==> src/rtl/rhPkg.sv <==
//////////////////////////////////////////////////////////////////////
// Controller-side definitions of the RH11 model
// Multi-bit fields are given by their low bit position
//////////////////////////////////////////////////////////////////////

`default_nettype none

package rhPkg;

   // Register word, word address and drive unit number
   typedef logic [15:0] word_t;
   typedef logic [1:0]  regAdr_t;
   typedef logic [2:0]  unit_t;

   // Register word addresses
   localparam regAdr_t ADR_CS1  = 2'd0;
   localparam regAdr_t ADR_CS2  = 2'd1;
   localparam regAdr_t ADR_DS   = 2'd2;
   localparam regAdr_t ADR_ER   = 2'd3;

   // CS1 bit positions
   localparam int CS1_SC   = 15;
   localparam int CS1_TRE  = 14;
   localparam int CS1_DVA  = 11;
   localparam int CS1_PSEL = 10;
   localparam int CS1_BAE  = 8;    // two bits, 9:8
   localparam int CS1_RDY  = 7;
   localparam int CS1_IE   = 6;
   localparam int CS1_FUN  = 1;    // five bits, 5:1
   localparam int CS1_GO   = 0;

   // CS2 bit positions
   localparam int CS2_NED  = 12;
   localparam int CS2_PGE  = 10;
   localparam int CS2_CLR  = 5;
   localparam int CS2_UNIT = 0;    // three bits, 2:0

endpackage

`default_nettype wire

==> src/rtl/rpPkg.sv <==
//////////////////////////////////////////////////////////////////////
// Drive-side definitions of the RP drive model
// Only non-transfer functions have a code here
//////////////////////////////////////////////////////////////////////

`default_nettype none

package rpPkg;

   // Function codes as written to CS1 FUN
   typedef enum logic [4:0] {
      FUN_NOP     = 5'd0,
      FUN_UNLOAD  = 5'd1,
      FUN_SEEK    = 5'd2,
      FUN_RECAL   = 5'd3,
      FUN_DRVCLR  = 5'd4,
      FUN_RELEASE = 5'd5,
      FUN_SEARCH  = 5'd12
   } fun_t;

   // Drive FSM
   typedef enum logic {IDLE, BUSY} driveState_t;

   // DS and ER bit positions
   localparam int DS_ATA  = 15;
   localparam int DS_ERR  = 14;
   localparam int DS_DVA  = 7;
   localparam int DS_BUSY = 0;
   localparam int ER_ILF  = 0;

   // Cycles that a positioning function holds GO
   localparam int BUSY_CYCLES = 8;

endpackage

`default_nettype wire

==> src/rtl/rhBusIf.sv <==
//////////////////////////////////////////////////////////////////////
// Wishbone classic slave for the RH11 registers, one wait state
// Master must hold its signals until ack. ER is read only
//////////////////////////////////////////////////////////////////////

`default_nettype none

module rhBusIf
(
   input  wire logic           clk,
   input  wire logic           rst,
   input  wire logic           cyc,
   input  wire logic           stb,
   input  wire logic           we,
   input  wire rhPkg::regAdr_t adr,
   input  wire logic [1:0]     sel,
   input  wire rhPkg::word_t   datWr,
   input  wire rhPkg::word_t   cs1,
   input  wire rhPkg::word_t   cs2,
   input  wire rhPkg::word_t   ds,
   input  wire rhPkg::word_t   er,
   output logic                ack,
   output rhPkg::word_t        datRd,
   output logic                cs1Wr,
   output logic                cs2Wr,
   output logic                dsWr,
   output logic                loByte,
   output logic                hiByte,
   output logic                drvAccess
);

   logic         setup;
   logic         wrSetup;
   rhPkg::word_t rdMux;

   // Setup cycle, request seen but not yet acknowledged
   assign setup   = cyc & stb & ~ack;
   assign wrSetup = setup & we;

   // Single-cycle ack, dropped at once if the master lets go
   always_ff @(posedge clk or posedge rst)
   begin
      if (rst)
         ack <= 1'b0;
      else
         ack <= cyc & stb & ~ack;
   end

   // Write strobes land on the edge where ack rises
   assign cs1Wr  = wrSetup & (adr == rhPkg::ADR_CS1);
   assign cs2Wr  = wrSetup & (adr == rhPkg::ADR_CS2);
   assign dsWr   = wrSetup & (adr == rhPkg::ADR_DS);

   // Byte lanes
   assign loByte = sel[0];
   assign hiByte = sel[1];

   // Any drive register access, read or write
   assign drvAccess = setup & ((adr == rhPkg::ADR_DS) | (adr == rhPkg::ADR_ER));

   // Read data select
   always_comb
   begin
      case (adr)
         rhPkg::ADR_CS1: rdMux = cs1;
         rhPkg::ADR_CS2: rdMux = cs2;
         rhPkg::ADR_DS:  rdMux = ds;
         default:        rdMux = er;
      endcase
   end

   // Read data captured together with ack
   always_ff @(posedge clk)
   begin
      if (setup & ~we)
         datRd <= rdMux;
   end

endmodule

`default_nettype wire

==> src/rtl/rhCs1.sv <==
//////////////////////////////////////////////////////////////////////
// RH11 CS1 register. CPE is not modelled and reads as zero
// FUN, GO and DVA come from the drive, the rest is held here
//////////////////////////////////////////////////////////////////////

`default_nettype none

module rhCs1
(
   input  wire logic         clk,
   input  wire logic         rst,
   input  wire logic         cs1Wr,
   input  wire logic         loByte,
   input  wire logic         hiByte,
   input  wire rhPkg::word_t datWr,
   input  wire logic         ctlClr,
   input  wire logic         goAccept,
   input  wire logic         ned,
   input  wire logic         pge,
   input  wire logic         ata,
   input  wire logic         err,
   input  wire logic         dva,
   input  wire logic         go,
   input  wire logic         iack,
   input  wire logic [4:0]   fun,
   output rhPkg::word_t      cs1,
   output logic              irq
);

   logic       statTre;
   logic       lastTre;
   logic       tre;
   logic       treClr;
   logic       rdy;
   logic       ie;
   logic       psel;
   logic [1:0] bae;
   logic       lastGo;
   logic       goDone;
   logic       ieSet;

   // Composite error, TRE set on its rising edge only
   assign statTre = ned | pge | err;
   assign treClr  = ctlClr | goAccept | (cs1Wr & hiByte & datWr[rhPkg::CS1_TRE]);
   assign rdy     = ~go;

   always_ff @(posedge clk or posedge rst)
   begin
      if (rst)
      begin
         lastTre <= 1'b0;
         tre     <= 1'b0;
      end
      else
      begin
         lastTre <= statTre;
         if (treClr)
            tre <= 1'b0;
         else if (statTre & ~lastTre)
            tre <= 1'b1;
      end
   end

   // PSEL and bus address extension, high byte, only while ready
   always_ff @(posedge clk or posedge rst)
   begin
      if (rst)
      begin
         psel <= 1'b0;
         bae  <= 2'b00;
      end
      else if (ctlClr)
      begin
         psel <= 1'b0;
         bae  <= 2'b00;
      end
      else if (cs1Wr & hiByte & rdy)
      begin
         psel <= datWr[rhPkg::CS1_PSEL];
         bae  <= datWr[rhPkg::CS1_BAE +: 2];
      end
   end

   // Interrupt sources
   assign goDone = lastGo & ~go & ie;
   // Setting IE together with GO waits for completion instead
   assign ieSet  = cs1Wr & loByte & datWr[rhPkg::CS1_IE] & ~datWr[rhPkg::CS1_GO] & rdy;

   always_ff @(posedge clk or posedge rst)
   begin
      if (rst)
      begin
         ie     <= 1'b0;
         lastGo <= 1'b0;
         irq    <= 1'b0;
      end
      else
      begin
         lastGo <= go;
         // IE, low byte
         if (ctlClr | iack)
            ie <= 1'b0;
         else if (cs1Wr & loByte)
            ie <= datWr[rhPkg::CS1_IE];
         // Request held until acknowledged
         if (ctlClr | iack)
            irq <= 1'b0;
         else if (goDone | ieSet)
            irq <= 1'b1;
      end
   end

   // Register view
   always_comb
   begin
      cs1                           = '0;
      cs1[rhPkg::CS1_SC]            = tre | ata;
      cs1[rhPkg::CS1_TRE]           = tre;
      cs1[rhPkg::CS1_DVA]           = dva;
      cs1[rhPkg::CS1_PSEL]          = psel;
      cs1[rhPkg::CS1_BAE +: 2]      = bae;
      cs1[rhPkg::CS1_RDY]           = rdy;
      cs1[rhPkg::CS1_IE]            = ie;
      cs1[rhPkg::CS1_FUN +: 5]      = fun;
      cs1[rhPkg::CS1_GO]            = go;
   end

endmodule

`default_nettype wire

==> src/rtl/rhCs2.sv <==
//////////////////////////////////////////////////////////////////////
// RH11 CS2 register. Only unit 0 exists, others give NED
// Low byte is the only writable lane
//////////////////////////////////////////////////////////////////////

`default_nettype none

module rhCs2
(
   input  wire logic         clk,
   input  wire logic         rst,
   input  wire logic         cs1Wr,
   input  wire logic         cs2Wr,
   input  wire logic         loByte,
   input  wire rhPkg::word_t datWr,
   input  wire logic         drvAccess,
   input  wire logic         go,
   output logic              funcWr,
   output logic              goAccept,
   output logic              ctlClr,
   output logic              ned,
   output logic              pge,
   output rhPkg::word_t      cs2
);

   rhPkg::unit_t unit;
   logic         goWr;
   logic         nedSet;
   logic         pgeSet;

   // CS1 write with GO set, and controller clear
   assign goWr   = cs1Wr & loByte & datWr[rhPkg::CS1_GO];
   assign ctlClr = cs2Wr & loByte & datWr[rhPkg::CS2_CLR];

   // GO dispatch
   always_comb
   begin
      nedSet = 1'b0;
      pgeSet = 1'b0;
      funcWr = 1'b0;
      if (goWr)
      begin
         if (unit != '0)
            nedSet = 1'b1;
         else if (go)
            pgeSet = 1'b1;
         else
            funcWr = 1'b1;
      end
      // Nothing answers on other units
      if (drvAccess && (unit != '0))
         nedSet = 1'b1;
   end

   // Accepted function also clears TRE in CS1
   assign goAccept = funcWr;

   always_ff @(posedge clk or posedge rst)
   begin
      if (rst)
      begin
         unit <= '0;
         ned  <= 1'b0;
         pge  <= 1'b0;
      end
      else if (ctlClr)
      begin
         unit <= '0;
         ned  <= 1'b0;
         pge  <= 1'b0;
      end
      else
      begin
         if (cs2Wr & loByte)
            unit <= datWr[rhPkg::CS2_UNIT +: 3];
         if (nedSet)
            ned <= 1'b1;
         if (pgeSet)
            pge <= 1'b1;
      end
   end

   // CLR always reads back as zero
   always_comb
   begin
      cs2                           = '0;
      cs2[rhPkg::CS2_NED]           = ned;
      cs2[rhPkg::CS2_PGE]           = pge;
      cs2[rhPkg::CS2_UNIT +: 3]     = unit;
   end

endmodule

`default_nettype wire

==> src/rtl/rpDrive.sv <==
//////////////////////////////////////////////////////////////////////
// RP drive model, non-transfer functions only, unit 0
// funcWr is only issued while the drive is idle
//////////////////////////////////////////////////////////////////////

`default_nettype none

module rpDrive
(
   input  wire logic         clk,
   input  wire logic         rst,
   input  wire logic         funcWr,
   input  wire logic         ctlClr,
   input  wire logic         dsWr,
   input  wire rhPkg::word_t datWr,
   output logic              go,
   output logic              ata,
   output logic              err,
   output logic              dva,
   output logic [4:0]        fun,
   output rhPkg::word_t      ds,
   output rhPkg::word_t      er
);

   rpPkg::driveState_t                        state;
   logic [$clog2(rpPkg::BUSY_CYCLES)-1:0]     busyCnt;
   rpPkg::fun_t                               funCode;
   logic                                      ilf;
   logic                                      startBusy;
   logic                                      setIlf;
   logic                                      drvClr;
   logic                                      busyDone;

   assign funCode  = rpPkg::fun_t'(datWr[rhPkg::CS1_FUN +: 5]);
   assign busyDone = (state == rpPkg::BUSY) && (busyCnt == '0);

   // Function decode
   always_comb
   begin
      startBusy = 1'b0;
      setIlf    = 1'b0;
      drvClr    = ctlClr;
      if (funcWr)
      begin
         case (funCode)
            rpPkg::FUN_NOP, rpPkg::FUN_RELEASE:
               startBusy = 1'b0;
            rpPkg::FUN_DRVCLR:
               drvClr = 1'b1;
            // Recalibrate also brings the drive back online
            rpPkg::FUN_RECAL:
               startBusy = 1'b1;
            rpPkg::FUN_SEEK, rpPkg::FUN_SEARCH, rpPkg::FUN_UNLOAD:
            begin
               startBusy = dva;
               setIlf    = ~dva;
            end
            default:
               setIlf = 1'b1;
         endcase
      end
   end

   // Busy timer FSM
   always_ff @(posedge clk or posedge rst)
   begin
      if (rst)
      begin
         state   <= rpPkg::IDLE;
         busyCnt <= '0;
      end
      else
      begin
         case (state)
            rpPkg::IDLE:
               if (startBusy)
               begin
                  state   <= rpPkg::BUSY;
                  busyCnt <= $bits(busyCnt)'(rpPkg::BUSY_CYCLES - 1);
               end
            default:
               if (busyDone)
                  state <= rpPkg::IDLE;
               else
                  busyCnt <= busyCnt - 1'b1;
         endcase
      end
   end

   // Status bits
   always_ff @(posedge clk or posedge rst)
   begin
      if (rst)
      begin
         fun <= '0;
         ilf <= 1'b0;
         ata <= 1'b0;
         dva <= 1'b1;
      end
      else
      begin
         if (funcWr)
            fun <= datWr[rhPkg::CS1_FUN +: 5];
         if (drvClr)
            ilf <= 1'b0;
         else if (setIlf)
            ilf <= 1'b1;
         // Attention on completion or error, cleared by writing 1
         if (drvClr | (dsWr & datWr[rpPkg::DS_ATA]))
            ata <= 1'b0;
         else if (setIlf | busyDone)
            ata <= 1'b1;
         if (startBusy && (funCode == rpPkg::FUN_UNLOAD))
            dva <= 1'b0;
         else if (startBusy && (funCode == rpPkg::FUN_RECAL))
            dva <= 1'b1;
      end
   end

   assign go  = (state == rpPkg::BUSY);
   assign err = ilf;

   always_comb
   begin
      ds                  = '0;
      ds[rpPkg::DS_ATA]   = ata;
      ds[rpPkg::DS_ERR]   = err;
      ds[rpPkg::DS_DVA]   = dva;
      ds[rpPkg::DS_BUSY]  = go;
      er                  = '0;
      er[rpPkg::ER_ILF]   = ilf;
   end

endmodule

`default_nettype wire

==> src/rtl/rhTop.sv <==
//////////////////////////////////////////////////////////////////////
// RH11 controller with one RP drive on a Wishbone classic port
// Register word addresses 0 to 3 are CS1, CS2, DS and ER
//////////////////////////////////////////////////////////////////////

`default_nettype none

module rhTop
(
   input  wire logic           clk,
   input  wire logic           rst,
   input  wire logic           cyc,
   input  wire logic           stb,
   input  wire logic           we,
   input  wire rhPkg::regAdr_t adr,
   input  wire logic [1:0]     sel,
   input  wire rhPkg::word_t   datWr,
   output rhPkg::word_t        datRd,
   output logic                ack,
   input  wire logic           iack,
   output logic                irq
);

   // Bus interface strobes
   logic cs1Wr, cs2Wr, dsWr, loByte, hiByte, drvAccess;
   // Controller to drive
   logic funcWr, goAccept, ctlClr, ned, pge;
   // Drive status
   logic go, ata, err, dva;
   logic [4:0] fun;
   rhPkg::word_t cs1, cs2, ds, er;

   rhBusIf busIf_i (.clk, .rst, .cyc, .stb, .we, .adr, .sel, .datWr, .cs1, .cs2, .ds, .er,
                    .ack, .datRd, .cs1Wr, .cs2Wr, .dsWr, .loByte, .hiByte, .drvAccess);

   rhCs1 cs1_i (.clk, .rst, .cs1Wr, .loByte, .hiByte, .datWr, .ctlClr, .goAccept, .ned, .pge,
                .ata, .err, .dva, .go, .iack, .fun, .cs1, .irq);

   rhCs2 cs2_i (.clk, .rst, .cs1Wr, .cs2Wr, .loByte, .datWr, .drvAccess, .go, .funcWr,
                .goAccept, .ctlClr, .ned, .pge, .cs2);

   // Unit 0
   rpDrive drive_i (.clk, .rst, .funcWr, .ctlClr, .dsWr, .datWr, .go, .ata, .err, .dva,
                    .fun, .ds, .er);

endmodule

`default_nettype wire

==> config.mk <==
export PLATFORM = sky130hd
export DESIGN_NAME = rhTop
export DESIGN_NICKNAME = d
export VERILOG_FILES = /design/src/rtl/rhPkg.sv /design/src/rtl/rpPkg.sv /design/src/rtl/rhBusIf.sv /design/src/rtl/rhCs1.sv /design/src/rtl/rhCs2.sv /design/src/rtl/rpDrive.sv /design/src/rtl/rhTop.sv
export SDC_FILE = /design/constraint.sdc
export NUM_CORES = 1
export LEC_CHECK = 0
export BUFFER_PORTS_ARGS = -buffer_cell sky130_fd_sc_hd__buf_4
export CELL_PAD_IN_SITES_DETAIL_PLACEMENT = 0
export CELL_PAD_IN_SITES_GLOBAL_PLACEMENT = 1
export CORE_MARGIN = 5
export CORE_UTILIZATION = 40
export CTS_BUF_LIST = sky130_fd_sc_hd__clkbuf_8 sky130_fd_sc_hd__clkbuf_16
export CTS_CLUSTER_DIAMETER = 100
export CTS_CLUSTER_SIZE = 40
export DETAILED_ROUTE_END_ITERATION = 16
export PLACE_DENSITY_LB_ADDON = 0.1
export RECOVER_POWER = 50
export REMOVE_ABC_BUFFERS = 1
export SKIP_LAST_GASP = 1
export SLEW_MARGIN = 20
export SYNTH_ARGS = -nofsm -noshare
export SYNTH_HDL_FRONTEND = slang
export SYNTH_SLANG_ARGS = --single-unit
==> constraint.sdc <==
create_clock -name clk -period 2.3 [get_ports clk]
set_input_delay 0.23 -clock clk [delete_from_list [all_inputs] [get_ports clk]]
set_output_delay 0.23 -clock clk [all_outputs]
set_load 0.02 [all_outputs]
**Word-level counts from Yosys, hierarchy flattened**

Index checks and enable logic that the tools add are counted.

- Flip-flop bits (word level): 42
- Input port bits: 26
- Output and inout port bits: 18
- Logic and storage cells: 133

- Add/subtract/negate cells: 1
- Equal/unequal tests: 10
- Multiplexer cells: 44
- Bitwise logic cells: 38
- Reductions and logical operators: 22

Operator list:

| operator | number |
|---|---|
| $pmux W16 S3 | 1 |
| $mux W1 | 34 |
| $and A1 B1 Y1 | 22 |
| $reduce_bool A2 Y1 | 11 |
| $mux W3 | 5 |
| $eq A5 B2 Y1 const B | 2 |
| $eq A5 B3 Y1 const B | 2 |
| $or A1 B1 Y1 | 10 |
| $not A1 Y1 | 6 |
| $eq A5 B1 Y1 const B | 1 |
| $eq A5 B4 Y1 const B | 1 |
| $logic_not A5 Y1 | 1 |
| $eq A2 B2 Y1 const B | 2 |
| $logic_and A1 B1 Y1 | 4 |
| $mux W2 | 2 |
| $pmux W1 S2 | 2 |
| $reduce_or A4 Y1 | 1 |
| $logic_not A3 Y1 | 1 |
| $reduce_bool A3 Y1 | 1 |
| $reduce_or A3 Y1 | 1 |
| $sub A3 B1 Y3 const B | 1 |
| $eq A2 B1 Y1 const B | 1 |
| $logic_not A2 Y1 | 1 |
| $ne A2 B2 Y1 const B | 1 |
| $reduce_and A2 Y1 | 1 |

**Longest topological paths before layout**

Gate-level depths: netlist of run 1.

- Depth after elaboration: 11
- Depth in mapped cells: 6
- Depth with buffers taken out: 6

**By module**

Synthesis of run 1 repeated with hierarchy kept, for this count alone.

- Cells, all modules: 224
- Area total of the unflattened synthesis: 2,686.3 sq um

Modules (own cells, without submodules):

| module | times used | cells each | area an instance (sq um) | sequential area each (sq um) |
|---|---|---|---|---|
| rhBusIf | 1 | 48 | 1,012.2 | 505.5 |
| rpDrive | 1 | 90 | 882.1 | 301.5 |
| rhCs1 | 1 | 45 | 446.7 | 200.2 |
| rhCs2 | 1 | 41 | 345.3 | 125.1 |

**Worst setup path before layout of run 1**

No wires, ideal clock.

- Path type: reg-to-reg
- Start: reg busIf_i.ack
- End: reg busIf_i.datRd[0] (enable)
- Setup time: 0.388 ns
- Arrival time: 1.520 ns
- Data required time: 1.912 ns
- Slack: 0.392 ns
- Stages on the path, launching flop included: 4
- Buffers on the path: 1
- Period minus slack after synthesis: 1.908 ns
- Cells stage by stage: dfrtp_1 -> and3b_1 -> buf_2 -> nor2b_1

- Word-level cells in the longest chain between the ends: 3

RTL lines:

| item | line | source |
|---|---|---|
| start: declaration | rhBusIf.sv:22 | `output logic ack,` |
| start signal: assignment | rhBusIf.sv:46 | `ack <= cyc & stb & ~ack;` |
| $not A1 Y1 | rhBusIf.sv:37 | `assign setup = cyc & stb & ~ack;` |
| $and A1 B1 Y1 | rhBusIf.sv:37 |  |
| net busIf_i.setup | rhBusIf.sv:32 | `logic setup;` |
| $and A1 B1 Y1 | rhBusIf.sv:75 | `if (setup & ~we)` |
| end signal: assignment | rhBusIf.sv:76 | `datRd <= rdMux;` |
| end: declaration | rhBusIf.sv:23 | `output rhPkg::word_t datRd,` |

The timed path passes the listed nets, and every way through them passes these cells.
A chain may end at the register's enable or synchronous reset.

**Worst setup path after layout of run 1**

- Start: reg cs2_i.unit[2]
- End: reg drive_i.ata

- Word-level cells in the longest chain between the ends: 6
- Elaborated cells on any way between the ends: 9
- Those cells by class: 5 x mux; 2 x bitwise; 2 x reduce/logical

RTL lines:

| item | line | source |
|---|---|---|
| start: declaration | rhCs2.sv:26 | `rhPkg::unit_t unit;` |
| start signal: assignment | rhCs2.sv:75 | `unit <= datWr[rhPkg::CS2_UNIT +: 3];` |
| $reduce_bool A3 Y1 (*) | rhCs2.sv:43 | `if (unit != '0)` |
| $mux W1 (*) | rhCs2.sv:43 |  |
| $mux W1 (*) | rhCs2.sv:41 | `if (goWr)` |
| $mux W1 | rpDrive.sv:43 | `if (funcWr)` |
| $or A1 B1 Y1, on equally long branches | rpDrive.sv:109, rpDrive.sv:111 |  |
| $mux W1 / $reduce_bool A2 Y1 (equally long branches) | -- |  |
| end signal: assignment | rpDrive.sv:97 | `ata <= 1'b0;` |
| end signal: assignment | rpDrive.sv:110 | `ata <= 1'b0;` |
| end signal: assignment | rpDrive.sv:112 | `ata <= 1'b1;` |
| end: declaration | rpDrive.sv:17 | `output logic ata,` |

Every way passes the cells marked *; elsewhere a longest branch is shown, timed or not.

==> results of run 1 <==
## routing by layer
metal / part of all wire [%] / GRT usage (%)
met2: 51 / 23.21
met3: 5.4 / 3.837
met1: 43 / 17.05
met4: 0.51 / 5.155
met5: 0 / 0
## final timing paths
check                                 end            from  slack, ns
hold reg to reg            drive_i.fun[2]  drive_i.fun[2]       0.51
max in group asynchronous     drive_i.dva             rst       1.46
min in group asynchronous   cs2_i.unit[1]             rst       0.54
setup reg to reg              drive_i.ata   cs2_i.unit[2]       0.42
hold / removal                  cs1_i.irq            iack        0.1
setup / recovery              drive_i.ata   cs2_i.unit[2]       0.42
## stage by stage
step           instance area, sq um  instances
6_report                       2341        259
3_5_place_dp                   2266        250
5_1_grt                        2341        259
4_1_cts                        2367        259
2_1_floorplan                  1891        155
3_3_place_gp                   2266        250
## layout make-up
type	count	area [sq um]	share of cell area, %
multi-input cells	103	747.0	31.91
repair buffers	42	291.5	12.45
inverters	11	41.29	1.764
flip-flops and latches	41	1102	47.09
clock buffers	6	82.58	3.528
well taps	54	67.56	2.886
clock inverters	2	8.758	0.3741
## where the power goes
group	internal, W	total, W	switching [W]
combinational	0.0000970	0.000195	0.0000978
sequential	0.000809	0.000846	0.0000363
clock	0.000238	0.000475	0.000237
total	0.00114	0.00152	0.000371
## cells in the final DEF, fill, tap and decap left out, types with 2 or more instances in the layout
cell type / count
or3_1: 3
clkbuf_1: 7
inv_1: 11
nand4_1: 4
and2_0: 4
a211oi_2: 2
and4_1: 3
and3_1: 2
and2_1: 5
nand3b_1: 2
ha_1: 2
dfrtp_1: 25
edfxtp_1: 15
a21oi_1: 7
mux2i_1: 10
a21boi_0: 2
nor2_1: 19
a31oi_1: 3
nor3_1: 2
nand2_1: 5
buf_4: 33
clkbuf_8: 6
mux2_2: 7
## sequential cells by signal (all words and copies together), names as in the netlist, 2 cells and up
signal,cells
cs1_i.bae,2
cs2_i.unit,3
drive_i.busyCnt,3
drive_i.fun,5
busIf_i.datRd,15
## critical path, delay by kind of cell, from the launching register on
kind            cells  cell delay [ns]
compound gates      2             0.51
simple gates        2             0.86
flops               1             0.44
## logic make-up after synthesis
kind of cell	count (synthesis)	share of synthesized area, %
AOI/OAI and AO/OA	22	8.096
adders and majority gates	3	1.813
buffers and inverters	18	4.274
DFF	41	57.06
muxes	18	10.04
other	1	0.1941
and+or+nand+nor	59	18.52
==> summary.md, run 1 <==
| Metric | Value |
|---|---|
| Top FF cell, synth | dfrtp_1 |
| Final #Nets | 232 |
| Sequential element share of the synthesized area | 57.06% |
| DR vias/cell | 5.185 |
| Htree depth | 2 |
| Chip width | 79.50 microns |
| Global-route wire length before repair | 6637 microns |
| Clock-pin slew on the worst setup and hold paths | 0.08 ns |
| Worst path cell trace | nor4b_4, and4_1, o41ai_1, a211oi_2 |
| #FFs+latches synth | 41 |
| FMAX | 531.3 MHz |
| Avg WL per Cell | 15.84 microns |
| Final hold violation count | 0 |
| Port bufs | 38 |
| Number of synthesized flops with an enable pin | 15 |
| Core area | 4692 sq um |
| Power per cell area | 647.3 nW/um^2 |
| Largest net degree at the start of global routing | 27 |
| Routability cong. | 0.7671 |
| Clk sinks | 41 |
| Dominant cell type by area after synthesis | dfrtp_1 |
| Total GRT Usage | 13.89% |
| Ports | 44 |
| Root buf cell | clkbuf_8 |
| Worst slew pin tran | 0.6919 ns |
| Fin crit period | 1.882 ns |
| Final worst slack | 0.4177 ns |
| Worst-Skew Late Latency | 0.29 ns |
| Status | finished, final reports clean |
| Worst Path Max Fanout | 9 |
| Die H | 79.50 microns |
| Critical Path Max Stage Delay | 0.52 ns |
| Master of the slowest instance on the critical path | and4_1 |
| CP Class | register to register |
| Antenna viol nets, final | 0 |
| Worst vdd ir | 0.2476 mV |
| Required time worst endpoint | 2.51 ns |
| Top post-synthesis cells by count | 25 x dfrtp_1, 19 x nor2_1, 15 x edfxtp_1 |
| RSZ-0062 raised after global routing | false |
| Largest cells by area after synthesis | dfrtp_1 32%, edfxtp_1 23%, mux2i_1 5.2% |
| Max Slew Vio Count | 0 |
| Vias in the first global route | 1367 |
| DRT iter0 DRCs | 76 |
| Crit path arrival time | 2.09 ns |
| YS warnings | 0 |
| Final Skew | 0.004275 ns |
| Hold-critical path depth | 2 |
| Distinct cell type count of the synthesized netlist | 46 |
| Async SR Flop Fraction | 63.41% |
| Starting Density | 41.17% |
| Worst slack, placed | 0.4699 ns |
| Area share of the largest cell type after synthesis | 32.38% |
| Power consumption | 0.001515 W |
| Filler cell count | 442 |
| Hold_buf cts | 1 |
| HP Class | primary input to register |
| Die area | 6319 sq um |
| Number of CTS-inserted buffers | 5 |
| GRT overflow | 0 |
| Most frequent cell after synthesis | dfrtp_1 |
| Worst hold margin | 0.09837 ns |
| Crit. End Element | register |
| P_leak | 1.069 nW |
| DRT Wirelength | 4102 microns |
| Initial antenna violation count | 0 |
| Max Root-Sink Buffers | 2 |
| Synth Cell Area | 1932 sq um |
| Post-cts sizing count | 0 |
| Core Rows | 25 |
| Via count | 1343 |
| Setup violators final | 0 |
| Crit share post-route | 81.84% |
| Fin util | 49.89% |
| CTS tree | built |
| Syn avg cell area | 11.93 sq um |
| Area Growth Syn to Fin | 21.18% |
| Cells after Synth | 162 |
| Setup TNS | 0 ns |
| Post-CTS Setup Inserts | 0 |
| Max_slew headroom | 53.27% |
| Layout cell share with drive strength beyond 1 | 27.80% |
| Antenna cells | 0 |
| Reg2Reg Depth | 4 |
| Drt drc | 0 |
| First-pass detailed-route iteration total | 4 |
| CP Launch Type | register |
| Hpwl dp | 3043 microns |
| Maxcap violations | 0 |
No activity file was read; power rests on OpenSTA's default activity.
==> run 2: changes to the inputs <==
Clock period 2.3 ns to 1.8 ns, I/O delays scaled along.
==> summary.md, run 2 (same netlist as run 1, synthesis figures left out) <==
| Metric | Value |
|---|---|
| Core area | 4692 sq um |
| Top reg by flops | busIf_i.datRd |
| Critical Path Max Stage Delay | 0.43 ns |
| Hpwl dp | 3306 microns |
| Via count | 1388 |
| Hold EP | cs1_i.ie |
| Max_slew headroom | 57.40% |
| Worst slack, placed | 0.1345 ns |
| CP Class | register to register |
| First-pass detailed-route iteration total | 4 |
| P_leak | 1.131 nW |
| Crit path arrival time | 1.89 ns |
| Reg2Reg Depth | 5 |
| Global-route wire length before repair | 6934 microns |
| Required time worst endpoint | 2.02 ns |
| DRT iter0 DRCs | 78 |
| Largest net degree at the start of global routing | 27 |
| HP Class | primary input to register |
| Area post-placement | 2349 sq um |
| Starting Density | 41.17% |
| Power consumption | 0.002095 W |
| Area Growth Syn to Fin | 26.23% |
| Fin crit period | 1.666 ns |
| Reg2reg start | cs2_i.unit[2] |
| Commonest non-fill, non-tap cells in the layout | 41 x buf_4, 25 x dfrtp_1, 19 x nor2_1 |
| Hold Crit Start | iack |
| Chip width | 79.50 microns |
| Port bufs | 38 |
| CTS tree | built |
| Antenna viol nets, final | 0 |
| Setup TNS | 0 ns |
| Max Slew Vio Count | 0 |
| Drt drc | 0 |
| Ports | 44 |
| Worst path cell trace | nor4b_4, and4_1, buf_4, nand3_2, mux2_4 |
| GRT overflow | 0 |
| Crit. End Element | register |
| Worst-Skew Late Latency | 0.29 ns |
| Commonest non-fill, non-tap cell in the layout | buf_4 |
| Die H | 79.50 microns |
| Clock-pin slew on the worst setup and hold paths | 0.07 ns |
| Worst path bufs/invs | 1 |
| Max Root-Sink Buffers | 2 |
| Worst vdd ir | 0.4435 mV |
| Final hold violation count | 0 |
| Power per cell area | 859.0 nW/um^2 |
| Largest delay share family, worst path | simple AND/OR/NAND/NOR gates |
| Final Skew | 0.005499 ns |
| Core Rows | 25 |
| Die area | 6319 sq um |
| Post-route cell area | 2439 sq um |
| Antenna cells | 0 |
| Master of the slowest instance on the critical path | dfrtp_1 |
| Avg WL per Cell | 15.90 microns |
| FMAX | 600.2 MHz |
| Htree depth | 2 |
| Setup violators final | 0 |
| Hold-critical path depth | 2 |
| Root buf cell | clkbuf_8 |
| CP Launch Type | register |
| Final worst slack | 0.1339 ns |
| Status | finished, final reports clean |
| Routability cong. | 0.8608 |
| RR Endpoint | drive_i.dva |
| Vias in the first global route | 1434 |
| Post-cts sizing count | 0 |
| Post-CTS Setup Inserts | 0 |
| Number of CTS-inserted buffers | 5 |
| Crit share post-route | 92.56% |
| DR vias/cell | 5.141 |
| Maxcap violations | 0 |
| Clk sinks | 41 |
| Max reg flops | 15 |
| Top Registers | busIf_i.datRd x15, drive_i.fun x5 |
| Worst Path Max Fanout | 6 |
| R2R Setup Slk | 0.13 ns |
| Worst hold margin | 0.05022 ns |
| Initial antenna violation count | 0 |
| Worst slew pin tran | 0.6390 ns |
| Layout cell share with drive strength beyond 1 | 30.56% |
| Total GRT Usage | 14.44% |
| Final #Nets | 243 |
| RSZ-0062 raised after global routing | false |
| DRT Wirelength | 4293 microns |
==> run 2: cell count changes in the layout (fill, tap and decap cells not counted) <==
| cell | previous run | this run |
|---|---|---|
| buf_4 | 33 | 41 |
| clkinv_2 | 1 | 0 |
| inv_1 | 11 | 12 |
| clkinv_1 | 1 | 0 |
| clkbuf_1 | 7 | 9 |
| bufinv_16 | 0 | 1 |
| clkbuf_2 | 0 | 1 |
==> run 2: worst max path at each step <==
stage / cells past startpoint / slack [ns] / from / end
5_1_grt: 5 / 0.04 / cs2_i.unit[2] / drive_i.busyCnt[0]
3_5_place_dp: 4 / 0.13 / cs2_i.unit[2] / drive_i.fun[0]
6_report: 5 / 0.13 / cs2_i.unit[2] / drive_i.dva
4_1_cts: 4 / 0.12 / cs2_i.unit[2] / drive_i.fun[0]
2_1_floorplan: 2 / -0.08 / busIf_i.ack / busIf_i.datRd[0]
3_3_place_gp: 3 / 0.18 / drive_i.dva / drive_i.ata
==> run 2: layout make-up <==
class	instances	area [sq um]
well taps	54	67.56
clock buffers	6	82.58
clock inverters	2	33.78
multi-input cells	103	747.0
flip-flops and latches	41	1102
fillers	431	2253
inverters	11	41.29
repair buffers	53	364.1
==> run 2: stage by stage <==
stage                     utilization (%)  instances
after detailed placement            50.05        261
after global routing                51.97        270
after CTS                           52.75        270
after floorplan                         -        155
after global placement              50.05        261
final                               51.97        270
==> run 2: repair_timing <==
item / CTS / global route
hold endpoints to repair: 25 / 0
endpoints found under the setup margin: 0 / 0
hold buffers: 1 / 0
==> run 2: layer usage <==
layer / vias up / GRT usage (%) / wire length (microns)
met3: 8 / 3.837 / 156
met2: 26 / 24.21 / 2187
li1: 682 / - / -
met4: 0 / 5.155 / 68
met1: 672 / 17.83 / 1881
met5: - / 0 / 0
==> run 2: power by group <==
part | switching, W | leakage (nW) | total (W) | internal, W
Combinational | 0.000130 | 0.596 | 0.000263 | 0.000133
Sequential | 0.0000473 | 0.473 | 0.00108 | 0.00103
Clock | 0.000304 | 0.0626 | 0.000750 | 0.000446
Total | 0.000481 | 1.13 | 0.00209 | 0.00161
==> run 3: changes to the inputs <==
Settings changed: SYNTH_HIERARCHICAL set to 1.
==> summary.md, run 3 <==
| Metric | Value |
|---|---|
| Worst slew pin tran | 0.5015 ns |
| Core area | 6459 sq um |
| Filler cell count | 634 |
| CP Launch Type | register |
| Required time worst endpoint | 2.02 ns |
| Avg WL per Cell | 15.07 microns |
| Final #Nets | 292 |
| Crit. End Element | register |
| Failing checks | negative setup slack |
| Status | complete, but fails checks |
| Critical Path Max Stage Delay | 0.38 ns |
| Fin crit period | 1.838 ns |
| Largest cells by area after synthesis | dfrtp_1 23%, edfxtp_1 18%, buf_4 17% |
| Sequential element share of the synthesized area | 42.15% |
| Crit path arrival time | 2.06 ns |
| Routability cong. | 0.7183 |
| YS warnings | 6 |
| Largest delay share family, worst path | simple AND/OR/NAND/NOR gates |
| Number of synthesized flops with an enable pin | 16 |
| P_leak | 1.380 nW |
| Sw power | 0.0005832 W |
| Layout cell share with drive strength beyond 1 | 32.08% |
| Top post-synthesis cells by count | 61 x buf_4, 25 x dfrtp_1, 16 x edfxtp_1 |
| Top reg by flops | busIf_i/datRd |
| Worst vdd ir | 0.2808 mV |
| DRT iter0 DRCs | 48 |
| Synth Cell Area | 2686 sq um |
| Worst slack, placed | -0.1426 ns |
| Hold-critical path depth | 2 |
| CP Class | register to register |
| Share of total power in combinational logic | 17.8% |
| Cells after Synth | 224 |
| Largest net degree at the start of global routing | 20 |
| Max_slew headroom | 66.09% |
| Crit share post-route | 102.1% |
| Worst path cell trace | nand4b_1, nor3_2, and3_4, nand2_2, nor2_2, buf_6, nand4_1, a31o_1, a32oi_1 |
| Sw Ratio | 27.27% |
| Core Rows | 29 |
| Commonest non-fill, non-tap cells in the layout | 44 x buf_4, 40 x conb_1, 25 x dfrtp_1 |
| Commonest non-fill, non-tap cell in the layout | buf_4 |
| Setup TNS | -0.1365 ns |
| Top FF cell, synth | dfrtp_1 |
| Clk sinks | 42 |
| GRT overflow | 0 |
| Clock power frac | 29.1% |
| Placed cell count | 325 |
| Setup violators final | 7 |
| Area share of the largest cell type after synthesis | 23.29% |
| Hold EP | cs1_i/ie |
| Syn avg cell area | 11.99 sq um |
| Clock-pin slew on the worst setup and hold paths | 0.09 ns |
| P_int | 0.001555 W |
| Ports | 44 |
| Port bufs | 39 |
| Drt drc | 0 |
| Final hold violation count | 0 |
| Register area | 1132 sq um |
| Dominant cell type by area after synthesis | dfrtp_1 |
| Distinct cell type count of the synthesized netlist | 48 |
| Area Growth Syn to Fin | 11.41% |
| HP Class | primary input to register |
| Initial antenna violation count | 0 |
| Maxcap violations | 0 |
| Max Slew Vio Count | 0 |
| Starting Density | 41.59% |
| Htree depth | 2 |
| RR Endpoint | drive_i/busyCnt[1] |
| Final std cells w/o fill | 342 |
| Vias in the first global route | 1741 |
| RSZ-0062 raised after global routing | true |
| Hold Crit Start | iack |
| Worst Path Max Fanout | 7 |
| Final Skew | 0.007609 ns |
| Max reg flops | 16 |
| Most frequent cell after synthesis | buf_4 |
| R2R Setup Slk | -0.04 ns |
| Antenna viol nets, final | 0 |
| Antenna cells | 0 |
| Hpwl dp | 3691 microns |
| Total GRT Usage | 12.86% |
| Reg2Reg Depth | 9 |
| Chip width | 91.95 microns |
| First-pass detailed-route iteration total | 4 |
| Die H | 91.95 microns |
| Root buf cell | clkbuf_8 |
| Async SR Flop Fraction | 61.90% |
| Max Root-Sink Buffers | 2 |
| Power per cell area | 714.5 nW/um^2 |
| Via count | 1638 |
| Top Registers | busIf_i/datRd x16, drive_i/fun x5 |
| Flop pwr share | 53.1% |
| Die area | 8455 sq um |
| DR vias/cell | 4.789 |
| FMAX | 544.2 MHz |
| Worst hold margin | 0.03404 ns |
| Worst path bufs/invs | 1 |
| Master of the slowest instance on the critical path | dfrtp_1 |
| Worst-Skew Late Latency | 0.30 ns |
| #FFs+latches synth | 42 |
| Final worst slack | -0.03768 ns |
| Area of the multi-input gates | 1206 sq um |
| Reg2reg start | busIf_i/ack |
| DRT Wirelength | 5155 microns |
| Fin util | 46.34% |
| CTS tree | built |
| Number of CTS-inserted buffers | 5 |
| Global-route wire length before repair | 8528 microns |
run 3: cell types whose count changed after synthesis, sizes merged, moves of 6 or more:
cell   change
nor2       -9
and2       -9
mux4      +16
buf       +60
mux2i      -6
run 3: worst max-delay path by stage:
stage | from | to | depth (start not counted)
3_3_place_gp | busIf_i/ack | drive_i/busyCnt[1] | 9
6_report | busIf_i/ack | drive_i/busyCnt[1] | 9
4_1_cts | busIf_i/ack | drive_i/busyCnt[1] | 9
5_1_grt | busIf_i/ack | drive_i/busyCnt[1] | 9
3_5_place_dp | busIf_i/ack | drive_i/busyCnt[1] | 9
2_1_floorplan | busIf_i/ack | drive_i/busyCnt[1] | 8
run 3: power by group through the flow:
| stage | sequential, W | combinational [W] | clock [W] |
|---|---|---|---|
| floorplan | 0.00116 | 0.000223 | 0 |
| global placement | 0.00115 | 0.000377 | 0 |
| detailed placement | 0.00116 | 0.000380 | 0 |
| CTS | 0.00114 | 0.000385 | 0.000652 |
| global route | 0.00115 | 0.000430 | 0.000685 |
| finish | 0.00114 | 0.000380 | 0.000623 |
run 3: logic make-up after synthesis:
group	synth area share, %
muxes	17.98
other	0.4192
AOI/OAI and AO/OA	5.357
buffers and inverters	20.68
DFF	42.15
adders and majority gates	0.9314
and+or+nand+nor	12.16
xor gates and xnor gates	0.3261
run 3: cell type report:
cell class              count  share of cell area (%)
clock buffers               5                   2.299
inverters                  12                   1.505
well taps                  77                   3.219
clock inverters             3                  0.7107
flip-flops and latches     42                   37.83
repair buffers             61                   14.13
multi-input cells         142                   40.30
run 3: through the flow:
step	power [W]	cell area, sq um
after global routing	0.002262	2993
after detailed placement	0.001539	2814
after CTS	0.002176	2948
after global placement	0.001532	2814
after floorplan	0.001379	2315
final	0.002139	2993
run 3: timing repair:
| action | CTS | global route |
|---|---|---|
| gates resized for setup | 3 | 12 |
| pin swaps | 2 | 5 |
| hold buffers | 1 | 0 |
| endpoints found under the hold margin | 25 | 0 |
| cloned | 0 | 1 |
| endpoints found under the setup margin | 10 | 19 |
| setup buffers | 2 | 5 |
run 3: routing by layer:
layer	vias to the layer above	wire length, microns	GRT usage, %
met4	0	12	4.455
met3	2	171	2.619
li1	796	-	-
met1	809	2284	15.47
met5	-	0	0
met2	31	2686	22.87
run 3: worst reg2reg max path, cell delays in order, from the launching register on:
cell	delay, ns
dfrtp_1	0.38
nand4b_1	0.21
nor3_2	0.16
and3_4	0.21
nand2_2	0.05
nor2_2	0.10
buf_6	0.13
nand4_1	0.14
a31o_1	0.24
a32oi_1	0.14
